==> config.mk <==
export PLATFORM = sky130hd
export DESIGN_NAME = mips_core
export DESIGN_NICKNAME = d
export VERILOG_FILES = /design/src/rtl/mips_pkg.sv /design/src/rtl/alu.sv /design/src/rtl/reg_file.sv /design/src/rtl/ctrl_decoder.sv /design/src/rtl/hazard_unit.sv /design/src/rtl/mips_core.sv
export SDC_FILE = /design/constraint.sdc
export NUM_CORES = 2
export LEC_CHECK = 0
export BUFFER_PORTS_ARGS = -buffer_cell sky130_fd_sc_hd__buf_2
export CAP_MARGIN = 30
export CORE_MARGIN = 3
export CORE_UTILIZATION = 26
export CTS_CLUSTER_SIZE = 40
export DETAILED_ROUTE_END_ITERATION = 8
export RECOVER_POWER = 100
export SLEW_MARGIN = 20
export SYNTH_ARGS = -nofsm -noshare
export SYNTH_HDL_FRONTEND = slang
export SYNTH_SLANG_ARGS = --single-unit
==> constraint.sdc <==
create_clock -name clk_i -period 6.3 [get_ports clk_i]
set_input_delay 0.945 -clock clk_i [delete_from_list [all_inputs] [get_ports clk_i]]
set_output_delay 0.945 -clock clk_i [all_outputs]
set_load 0.005 [all_outputs]
==> src/rtl/mips_pkg.sv <==
package mips_pkg;

  typedef logic [31:0] word_t;
  typedef logic [4:0]  reg_idx_t;
  typedef logic [5:0]  opcode_t;
  typedef logic [5:0]  funct_t;

  // ========================================
  // instruction encodings
  // ========================================
  localparam opcode_t OP_RTYPE = 6'h00;
  localparam opcode_t OP_J     = 6'h02;
  localparam opcode_t OP_JAL   = 6'h03;
  localparam opcode_t OP_BEQ   = 6'h04;
  localparam opcode_t OP_BNE   = 6'h05;
  localparam opcode_t OP_ADDIU = 6'h09;
  localparam opcode_t OP_LUI   = 6'h0f;
  localparam opcode_t OP_LW    = 6'h23;
  localparam opcode_t OP_SW    = 6'h2b;

  localparam funct_t FN_JR   = 6'h08;
  localparam funct_t FN_ADDU = 6'h21;
  localparam funct_t FN_SUBU = 6'h23;
  localparam funct_t FN_AND  = 6'h24;
  localparam funct_t FN_OR   = 6'h25;
  localparam funct_t FN_SLT  = 6'h2a;

  localparam reg_idx_t REG_RA = 5'd31; // link register.

  // ========================================
  // control
  // ========================================
  typedef enum logic [2:0] {ALU_ADD, ALU_SUB, ALU_AND, ALU_OR, ALU_SLT, ALU_LUI} alu_op_t;
  typedef enum logic [1:0] {BR_NONE, BR_EQ, BR_NE} branch_kind_t;
  typedef enum logic [1:0] {JMP_NONE, JMP_IMM, JMP_LINK, JMP_REG} jump_kind_t;
  typedef enum logic [1:0] {FWD_NONE = 2'b00, FWD_W = 2'b01, FWD_M = 2'b10} fwd_sel_t;

  // all zero is a bubble.
  typedef struct packed {
    logic         reg_write;
    logic         mem_to_reg;
    logic         mem_write;
    logic         alu_src_imm;
    logic         reg_dst_rd;
    logic         link;
    alu_op_t      alu_op;
    branch_kind_t branch;
    jump_kind_t   jump;
  } ctrl_t;

  // ========================================
  // pipeline registers
  // ========================================
  typedef struct packed {
    ctrl_t    ctrl;
    reg_idx_t rs;
    reg_idx_t rt;
    reg_idx_t write_reg;
    word_t    rd_a;
    word_t    rd_b;
    word_t    imm;
    word_t    pc4;
  } de_reg_t;

  typedef struct packed {
    logic     reg_write;
    logic     mem_to_reg;
    logic     mem_write;
    reg_idx_t write_reg;
    word_t    alu_out; // also carries the link value.
    word_t    write_data;
  } em_reg_t;

  typedef struct packed {
    logic     reg_write;
    logic     mem_to_reg;
    reg_idx_t write_reg;
    word_t    alu_out;
    word_t    read_data;
  } mw_reg_t;

endpackage : mips_pkg

==> src/rtl/alu.sv <==
`timescale 1ns/1ns

module alu (
  input  mips_pkg::alu_op_t op_i,
  input  mips_pkg::word_t   a_i,
  input  mips_pkg::word_t   b_i,
  output mips_pkg::word_t   y_o
);

  logic lt_signed;

  assign lt_signed = $signed(a_i) < $signed(b_i);

  always_comb begin
    case (op_i)
      mips_pkg::ALU_ADD: y_o = a_i + b_i;
      mips_pkg::ALU_SUB: y_o = a_i - b_i;
      mips_pkg::ALU_AND: y_o = a_i & b_i;
      mips_pkg::ALU_OR:  y_o = a_i | b_i;
      mips_pkg::ALU_SLT: y_o = {31'd0, lt_signed};
      mips_pkg::ALU_LUI: y_o = {b_i[15:0], 16'h0000}; // a is ignored.
      default:           y_o = '0;
    endcase
  end

endmodule : alu

==> src/rtl/reg_file.sv <==
`timescale 1ns/1ns

module reg_file (
  input  logic               clk_i,
  input  logic               arst_n_i,
  input  mips_pkg::reg_idx_t ra1_i,
  input  mips_pkg::reg_idx_t ra2_i,
  input  mips_pkg::reg_idx_t wa_i,
  input  logic               we_i,
  input  mips_pkg::word_t    wd_i,
  output mips_pkg::word_t    rd1_o,
  output mips_pkg::word_t    rd2_o
);

  mips_pkg::word_t regs_q [32];

  always_ff @(posedge clk_i or negedge arst_n_i) begin
    if (!arst_n_i) begin
      for (int i = 0; i < 32; i++) begin
        regs_q[i] <= '0;
      end
    end else if (we_i && wa_i != '0) begin
      regs_q[wa_i] <= wd_i;
    end
  end

  // write-through read.
  assign rd1_o = (we_i && wa_i != '0 && wa_i == ra1_i) ? wd_i : regs_q[ra1_i];
  assign rd2_o = (we_i && wa_i != '0 && wa_i == ra2_i) ? wd_i : regs_q[ra2_i];

endmodule : reg_file

==> src/rtl/ctrl_decoder.sv <==
`timescale 1ns/1ns

module ctrl_decoder (
  input  mips_pkg::word_t instr_i,
  output mips_pkg::ctrl_t ctrl_o
);

  mips_pkg::opcode_t opcode;
  mips_pkg::funct_t  funct;

  assign opcode = instr_i[31:26];
  assign funct  = instr_i[5:0];

  always_comb begin
    ctrl_o = '0; // unknown encodings end up here.
    case (opcode)
      mips_pkg::OP_RTYPE: begin
        ctrl_o.reg_write  = 1'b1;
        ctrl_o.reg_dst_rd = 1'b1;
        case (funct)
          mips_pkg::FN_ADDU: ctrl_o.alu_op = mips_pkg::ALU_ADD;
          mips_pkg::FN_SUBU: ctrl_o.alu_op = mips_pkg::ALU_SUB;
          mips_pkg::FN_AND:  ctrl_o.alu_op = mips_pkg::ALU_AND;
          mips_pkg::FN_OR:   ctrl_o.alu_op = mips_pkg::ALU_OR;
          mips_pkg::FN_SLT:  ctrl_o.alu_op = mips_pkg::ALU_SLT;
          mips_pkg::FN_JR: begin
            ctrl_o = '0;
            ctrl_o.jump = mips_pkg::JMP_REG;
          end
          default: ctrl_o = '0;
        endcase
      end
      mips_pkg::OP_ADDIU, mips_pkg::OP_LUI: begin
        ctrl_o.reg_write   = 1'b1;
        ctrl_o.alu_src_imm = 1'b1;
        ctrl_o.alu_op      = (opcode == mips_pkg::OP_LUI) ? mips_pkg::ALU_LUI
                                                          : mips_pkg::ALU_ADD;
      end
      mips_pkg::OP_LW: begin
        ctrl_o.reg_write   = 1'b1;
        ctrl_o.mem_to_reg  = 1'b1;
        ctrl_o.alu_src_imm = 1'b1;
      end
      mips_pkg::OP_SW: begin
        ctrl_o.mem_write   = 1'b1;
        ctrl_o.alu_src_imm = 1'b1;
      end
      mips_pkg::OP_BEQ: ctrl_o.branch = mips_pkg::BR_EQ;
      mips_pkg::OP_BNE: ctrl_o.branch = mips_pkg::BR_NE;
      mips_pkg::OP_J:   ctrl_o.jump   = mips_pkg::JMP_IMM;
      mips_pkg::OP_JAL: begin
        ctrl_o.jump      = mips_pkg::JMP_LINK;
        ctrl_o.link      = 1'b1; // pc+4 into r31.
        ctrl_o.reg_write = 1'b1;
      end
      default: ctrl_o = '0;
    endcase
  end

endmodule : ctrl_decoder

==> src/rtl/hazard_unit.sv <==
`timescale 1ns/1ns

module hazard_unit (
  input  mips_pkg::reg_idx_t     rs_d_i,
  input  mips_pkg::reg_idx_t     rt_d_i,
  input  mips_pkg::branch_kind_t branch_d_i,
  input  mips_pkg::jump_kind_t   jump_d_i,
  input  logic                   pc_src_d_i,
  input  mips_pkg::reg_idx_t     rs_e_i,
  input  mips_pkg::reg_idx_t     rt_e_i,
  input  mips_pkg::reg_idx_t     write_reg_e_i,
  input  logic                   mem_to_reg_e_i,
  input  logic                   reg_write_e_i,
  input  mips_pkg::reg_idx_t     write_reg_m_i,
  input  logic                   mem_to_reg_m_i,
  input  logic                   reg_write_m_i,
  input  mips_pkg::reg_idx_t     write_reg_w_i,
  input  logic                   reg_write_w_i,
  input  logic                   stall_mem_i,
  output logic                   stall_f_o,
  output logic                   stall_d_o,
  output logic                   flush_d_o,
  output logic                   forward_a_d_o,
  output logic                   forward_b_d_o,
  output logic                   stall_e_o,
  output logic                   flush_e_o,
  output mips_pkg::fwd_sel_t     forward_a_e_o,
  output mips_pkg::fwd_sel_t     forward_b_e_o,
  output logic                   stall_m_o,
  output logic                   stall_w_o
);

  logic lw_stall;
  logic branch_stall;
  logic reads_reg_d; // branch or jr reads operands in decode.

  function automatic mips_pkg::fwd_sel_t fwd_sel(mips_pkg::reg_idx_t src);
    if (src != '0 && src == write_reg_m_i && reg_write_m_i) return mips_pkg::FWD_M;
    if (src != '0 && src == write_reg_w_i && reg_write_w_i) return mips_pkg::FWD_W;
    return mips_pkg::FWD_NONE;
  endfunction

  always_comb begin
    forward_a_e_o = fwd_sel(rs_e_i);
    forward_b_e_o = fwd_sel(rt_e_i);
  end

  // decode takes M only and W through the register file.
  assign forward_a_d_o = rs_d_i != '0 && rs_d_i == write_reg_m_i && reg_write_m_i;
  assign forward_b_d_o = rt_d_i != '0 && rt_d_i == write_reg_m_i && reg_write_m_i;

  assign lw_stall = mem_to_reg_e_i && write_reg_e_i != '0
                    && (rs_d_i == write_reg_e_i || rt_d_i == write_reg_e_i);

  assign reads_reg_d = branch_d_i != mips_pkg::BR_NONE || jump_d_i == mips_pkg::JMP_REG;
  assign branch_stall = reads_reg_d
      && (reg_write_e_i && write_reg_e_i != '0
          && (rs_d_i == write_reg_e_i || rt_d_i == write_reg_e_i)
       || mem_to_reg_m_i && write_reg_m_i != '0
          && (rs_d_i == write_reg_m_i || rt_d_i == write_reg_m_i));

  assign stall_w_o = stall_mem_i;
  assign stall_m_o = stall_w_o;
  assign stall_e_o = stall_m_o;
  assign stall_d_o = lw_stall || branch_stall || stall_e_o;
  assign stall_f_o = stall_d_o;

  assign flush_e_o = lw_stall || branch_stall; // bubble into E.
  assign flush_d_o = (pc_src_d_i || jump_d_i != mips_pkg::JMP_NONE) && !stall_d_o;

endmodule : hazard_unit

==> src/rtl/mips_core.sv <==
`timescale 1ns/1ns

module mips_core #(
  parameter mips_pkg::word_t RESET_PC = '0
) (
  input  logic               clk_i,
  input  logic               arst_n_i,
  output mips_pkg::word_t    imem_addr_o,
  input  mips_pkg::word_t    imem_data_i,
  output mips_pkg::word_t    dmem_addr_o,
  output mips_pkg::word_t    dmem_wdata_o,
  output logic               dmem_we_o,
  input  mips_pkg::word_t    dmem_rdata_i,
  input  logic               mem_stall_i,
  output logic               wb_valid_o,
  output mips_pkg::reg_idx_t wb_reg_o,
  output mips_pkg::word_t    wb_data_o
);

  logic stall_f, stall_d, flush_d, fwd_a_d, fwd_b_d;
  logic stall_e, flush_e, stall_m, stall_w;
  mips_pkg::fwd_sel_t fwd_a_e, fwd_b_e;

  mips_pkg::word_t pc_q, pc_next, pc4_f;
  mips_pkg::word_t fd_instr_q, fd_pc4_q;
  mips_pkg::de_reg_t de_d, de_q;
  mips_pkg::em_reg_t em_d, em_q;
  mips_pkg::mw_reg_t mw_d, mw_q;

  // ========================================
  // fetch
  // ========================================
  assign imem_addr_o = pc_q;
  assign pc4_f       = pc_q + 32'd4;

  always_ff @(posedge clk_i or negedge arst_n_i) begin
    if (!arst_n_i) begin
      pc_q <= RESET_PC;
    end else if (!stall_f) begin
      pc_q <= pc_next;
    end
  end

  always_ff @(posedge clk_i or negedge arst_n_i) begin
    if (!arst_n_i) begin
      fd_instr_q <= '0; // decodes as a bubble.
      fd_pc4_q   <= '0;
    end else if (!stall_d) begin
      fd_instr_q <= flush_d ? '0 : imem_data_i;
      fd_pc4_q   <= pc4_f;
    end
  end

  // ========================================
  // decode
  // ========================================
  mips_pkg::ctrl_t ctrl_d;
  mips_pkg::word_t rd1_d, rd2_d, src_a_d, src_b_d, imm_d;
  mips_pkg::word_t br_target_d, j_target_d;
  mips_pkg::word_t result_w;
  logic pc_src_d;

  ctrl_decoder ctrl_decoder_i (
    .instr_i (fd_instr_q),
    .ctrl_o  (ctrl_d)
  );

  reg_file reg_file_i (
    .clk_i    (clk_i),
    .arst_n_i (arst_n_i),
    .ra1_i    (fd_instr_q[25:21]),
    .ra2_i    (fd_instr_q[20:16]),
    .wa_i     (mw_q.write_reg),
    .we_i     (wb_valid_o),
    .wd_i     (result_w),
    .rd1_o    (rd1_d),
    .rd2_o    (rd2_d)
  );

  assign imm_d   = {{16{fd_instr_q[15]}}, fd_instr_q[15:0]};
  assign src_a_d = fwd_a_d ? em_q.alu_out : rd1_d;
  assign src_b_d = fwd_b_d ? em_q.alu_out : rd2_d;

  assign pc_src_d = (ctrl_d.branch == mips_pkg::BR_EQ && src_a_d == src_b_d)
                 || (ctrl_d.branch == mips_pkg::BR_NE && src_a_d != src_b_d);
  assign br_target_d = fd_pc4_q + {imm_d[29:0], 2'b00};
  assign j_target_d  = {fd_pc4_q[31:28], fd_instr_q[25:0], 2'b00};

  always_comb begin
    case (ctrl_d.jump)
      mips_pkg::JMP_REG:                   pc_next = src_a_d;
      mips_pkg::JMP_IMM, mips_pkg::JMP_LINK: pc_next = j_target_d;
      default:                             pc_next = pc_src_d ? br_target_d : pc4_f;
    endcase
  end

  always_comb begin
    de_d.ctrl  = ctrl_d;
    de_d.rs    = fd_instr_q[25:21];
    de_d.rt    = fd_instr_q[20:16];
    de_d.rd_a  = rd1_d; // E forwarding covers M and W.
    de_d.rd_b  = rd2_d;
    de_d.imm   = imm_d;
    de_d.pc4   = fd_pc4_q;
    if (ctrl_d.link) begin
      de_d.write_reg = mips_pkg::REG_RA;
    end else begin
      de_d.write_reg = ctrl_d.reg_dst_rd ? fd_instr_q[15:11] : fd_instr_q[20:16];
    end
  end

  always_ff @(posedge clk_i or negedge arst_n_i) begin
    if (!arst_n_i) begin
      de_q <= '0;
    end else if (!stall_e) begin
      de_q <= flush_e ? '0 : de_d;
    end
  end

  // ========================================
  // execute
  // ========================================
  mips_pkg::word_t src_a_e, wdata_e, alu_y_e;

  always_comb begin
    case (fwd_a_e)
      mips_pkg::FWD_M: src_a_e = em_q.alu_out;
      mips_pkg::FWD_W: src_a_e = result_w;
      default:         src_a_e = de_q.rd_a;
    endcase
    case (fwd_b_e)
      mips_pkg::FWD_M: wdata_e = em_q.alu_out;
      mips_pkg::FWD_W: wdata_e = result_w;
      default:         wdata_e = de_q.rd_b;
    endcase
  end

  alu alu_i (
    .op_i (de_q.ctrl.alu_op),
    .a_i  (src_a_e),
    .b_i  (de_q.ctrl.alu_src_imm ? de_q.imm : wdata_e),
    .y_o  (alu_y_e)
  );

  assign em_d = '{
    reg_write:  de_q.ctrl.reg_write,
    mem_to_reg: de_q.ctrl.mem_to_reg,
    mem_write:  de_q.ctrl.mem_write,
    write_reg:  de_q.write_reg,
    alu_out:    de_q.ctrl.link ? de_q.pc4 : alu_y_e,
    write_data: wdata_e
  };

  always_ff @(posedge clk_i or negedge arst_n_i) begin
    if (!arst_n_i) begin
      em_q <= '0;
    end else if (!stall_m) begin
      em_q <= em_d;
    end
  end

  // ========================================
  // memory and writeback
  // ========================================
  assign dmem_addr_o  = em_q.alu_out;
  assign dmem_wdata_o = em_q.write_data;
  assign dmem_we_o    = em_q.mem_write; // held steady through a stall.

  assign mw_d = '{
    reg_write:  em_q.reg_write,
    mem_to_reg: em_q.mem_to_reg,
    write_reg:  em_q.write_reg,
    alu_out:    em_q.alu_out,
    read_data:  dmem_rdata_i
  };

  always_ff @(posedge clk_i or negedge arst_n_i) begin
    if (!arst_n_i) begin
      mw_q <= '0;
    end else if (!stall_w) begin
      mw_q <= mw_d;
    end
  end

  assign result_w   = mw_q.mem_to_reg ? mw_q.read_data : mw_q.alu_out;
  assign wb_valid_o = mw_q.reg_write && !stall_w; // one write per instruction.
  assign wb_reg_o   = mw_q.write_reg;
  assign wb_data_o  = result_w;

  hazard_unit hazard_unit_i (
    .rs_d_i         (de_d.rs),
    .rt_d_i         (de_d.rt),
    .branch_d_i     (ctrl_d.branch),
    .jump_d_i       (ctrl_d.jump),
    .pc_src_d_i     (pc_src_d),
    .rs_e_i         (de_q.rs),
    .rt_e_i         (de_q.rt),
    .write_reg_e_i  (de_q.write_reg),
    .mem_to_reg_e_i (de_q.ctrl.mem_to_reg),
    .reg_write_e_i  (de_q.ctrl.reg_write),
    .write_reg_m_i  (em_q.write_reg),
    .mem_to_reg_m_i (em_q.mem_to_reg),
    .reg_write_m_i  (em_q.reg_write),
    .write_reg_w_i  (mw_q.write_reg),
    .reg_write_w_i  (mw_q.reg_write),
    .stall_mem_i    (mem_stall_i),
    .stall_f_o      (stall_f),
    .stall_d_o      (stall_d),
    .flush_d_o      (flush_d),
    .forward_a_d_o  (fwd_a_d),
    .forward_b_d_o  (fwd_b_d),
    .stall_e_o      (stall_e),
    .flush_e_o      (flush_e),
    .forward_a_e_o  (fwd_a_e),
    .forward_b_e_o  (fwd_b_e),
    .stall_m_o      (stall_m),
    .stall_w_o      (stall_w)
  );

endmodule : mips_core

==> flow_summary.json <==
{
  "outcome": "finished with violations",
  "violations": "capacitance limit, slew limit",
  "cts_htree_levels": 4,
  "clock_latency_ps": 820,
  "worst-endpoint-required_ps": 7000,
  "path_common_cell": "a21oi_1",
  "reg2reg_depth": 14,
  "syn_area_mm2": 0.0787,
  "switching_share": 0.364,
  "row_count": 201,
  "finalSetupTns_ps": 0,
  "hold_viol_final": 0,
  "vias": 67300,
  "clockBufferDepth": 3,
  "endpoint": "imem_addr_o[14]",
  "r2r-start": "mw_q[69]",
  "synth_edf_count": 0,
  "place_congestion": 0.949,
  "start_util": 0.262,
  "p_switching_mw": 10.5,
  "ys_ff_latch": 1398,
  "wl_mm": 331,
  "power_frac_seq": 0.390,
  "cts_tree": "built",
  "hold_depth": 2,
  "setup_viol": 0,
  "crit_chain": "buf_12, mux2i_4, clkbuf_1, o21ai_0, xor2_1, a21oi_1, o211ai_1, and4_1, o21ai_1, mux2_4, buf_12, mux2_2, a21oi_1, a21oi_1",
  "grt_usage": 0.208,
  "synthCells": 7871,
  "multiInputGateArea_mm2": 0.0399,
  "wire_per_inst_um": 27.7,
  "drv_cap": 64,
  "syn2layout_area_growth_pct": 14.7,
  "fin_crit_ps": 6150,
  "grt_setup_unrepaired": "false",
  "drtIter0Drc": 8791,
  "hp-class": "in -> reg",
  "crit_fanout": 34,
  "synthFlopType": "dfrtp_1",
  "final_nets": 8066,
  "yosysMostFrequentCell": "dfrtp_1",
  "cts_root_buffer": "clkbuf_16",
  "antenna_found_initial": 25,
  "skew_ps": 40.5,
  "reg2reg_slack_ps": 150,
  "core_area_mm2": 0.301,
  "power.total_mw": 28.8,
  "synth_common_cells": "1398 x dfrtp_1, 888 x nand2_1, 806 x a21oi_1",
  "hpwl_mm": 230,
  "cts_buffers": 154,
  "rr_endpoint": "imem_addr_o[14]",
  "drt_pass1_iterations": 7,
  "drc_errors": 0,
  "synth_top_cells_by_area": "dfrtp_1 44%, mux4_2 12%, a21oi_1 5.1%",
  "ir_drop_uv": 276,
  "dieWidth_um": 556,
  "antenna_left": 0,
  "io_pins": 202,
  "min_period_over_period": 0.977,
  "slew_violations": 2445,
  "cp-startpoint": "mw_q[69]",
  "synth_largest_area_cell": "dfrtp_1",
  "max_slew_margin": -2.10,
  "cellPowerDensity_mw_per_mm2": 319,
  "grt_pass1_vias": 64700,
  "pwr-share-clk": 0.331,
  "leakage_nw": 37.7,
  "clk_pin_slew_worst_paths_ps": 70,
  "die_h_um": 556,
  "start_kind": "flop",
  "cpPeakStageDelay_ps": 1380,
  "clock-sinks": 1398,
  "pwr-share-comb": 0.279,
  "post-synth-top-area-fraction": 0.445,
  "cpMaxStageDelayCell": "clkbuf_1",
  "grt_max_degree": 177,
  "drive_gt1_frac": 0.176,
  "synth.avg_cell_area_um2": 9.99,
  "timing.fmax_ghz": 0.163,
  "synthArstFlopShare": 1.00,
  "n_fill_cell": 30800,
  "seq_area_mm2": 0.0350,
  "cp.arrival_ps": 6850,
  "ys_warn_count": 0,
  "grt_pass1_wl_mm": 476,
  "io_buffers": 201,
  "end_kind": "flop",
  "grt.overflow.total": 0,
  "tightest_slew_ps": 4650,
  "viasPerCell": 5.63,
  "yosys.cell_types.count": 89,
  "intPower_mw": 18.3,
  "worst-setup-path-type": "reg -> reg",
  "yosysSeqAreaShare": 0.445,
  "syn_nets": 8074,
  "dieArea_mm2": 0.309
}
[metrics by stage]
stage	setup WS, ps	utilization	instances	hold slack (ps)	cell area (um^2)
after floorplan	840	-	7871	437	78700
after global placement	297	0.285	11600	377	85500
after detailed placement	207	0.285	11700	384	85800
after CTS	138	0.303	11900	245	91100
after global routing	14.9	0.300	11900	324	90200
final	148	0.300	12000	346	90200
[per-layer routing]
| layer | share of wire | GRT usage |
|---|---|---|
| met5 | 0.000094 | 0 |
| met4 | 0.061 | 0.106 |
| met3 | 0.11 | 0.0554 |
| met2 | 0.43 | 0.307 |
| met1 | 0.40 | 0.279 |
[cell usage in the layout (no fill, tap or decap), types with 29 or more instances in the layout]
master,n
dfrtp_1,1388
nand2_1,883
a21oi_1,806
o21ai_0,804
nor2_1,746
mux4_2,431
buf_4,279
clkbuf_1,208
mux2i_1,188
a22oi_1,182
inv_1,169
clkbuf_16,157
buf_2,138
mux2_2,134
ha_1,133
a22o_1,121
o22ai_1,107
xnor2_1,89
nand3_1,79
nor3_1,60
a221oi_1,50
xor2_1,48
a21o_1,43
buf_12,42
o221ai_1,38
a31oi_1,36
nand2b_1,35
clkbuf_8,30
clkinv_2,29
[what timing repair did]
item	CTS	global route
resized for setup	0	7
hold buffers	0	1
setup buffers	0	0
setup endpoints to repair	0	6
hold endpoints to repair	0	2
[logic make-up after synthesis]
logic type               share of synthesized area
multiplexers                                 0.172
AND/OR/NAND/NOR                              0.105
XOR/XNOR                                    0.0153
buffers and inverters                       0.0546
flip-flops                                   0.445
adder cells (fa/ha/maj)                     0.0219
AO/OA/AOI/OAI                                0.187
[final cells by class]
cell class                      instances  area share
Multi-Input combinational cell       5487       0.442
Tap cell                             3958      0.0549
Timing Repair Buffer                  650      0.0492
Clock buffer                          220      0.0495
Antenna cell                            9    0.000250
Inverter                              172     0.00715
Sequential cell                      1398       0.388
Clock inverter                         61     0.00908
[registers in the layout (all words and copies together) (netlist names)]
| signal | count |
|---|---|
| reg_file_i.regs_q | 1024 |
| imem_addr_o | 32 |
| dmem_wdata_o | 32 |
| fd_pc4_q | 32 |
| em_q | 7 |
| wb_reg_o | 5 |
| dmem_addr_o | 32 |
| de_q | 135 |
| mw_q | 66 |
| fd_instr_q | 32 |
| dmem_we_o | 1 |
[how the worst min path moves through the flow]
stage	startpoint	slack, ps	endpoint
global route	imem_data_i[8]	320	fd_instr_q[8]
global placement	reg_file_i.regs_q[1014]	380	reg_file_i.regs_q[1014]
floorplan	de_q[88]	440	de_q[88]
detailed placement	reg_file_i.regs_q[999]	380	reg_file_i.regs_q[999]
CTS	arst_n_i	240	reg_file_i.regs_q[936]
finish	imem_data_i[8]	350	fd_instr_q[8]
[critical path, delay by kind of cell (launching register included)]
| family | cells | cell delay [ps] |
|---|---|---|
| multiplexers | 3 | 1160 |
| AND/OR/NAND/NOR | 1 | 300 |
| buffers and inverters | 3 | 1860 |
| XOR/XNOR | 1 | 340 |
| flip-flops | 1 | 580 |
| AO/OA/AOI/OAI | 6 | 1740 |
[power by group through the flow]
stage               Combinational [mW]  Clock (mW)  Sequential [mW]
detailed placement                7.98           0             11.3
finish                            8.03        9.53             11.2
global placement                  7.88           0             11.3
floorplan                         4.77           0             10.7
global route                      8.52        10.0             11.3
CTS                               8.01        9.63             11.2
Note: power is estimated with default switching activity, not from simulation.
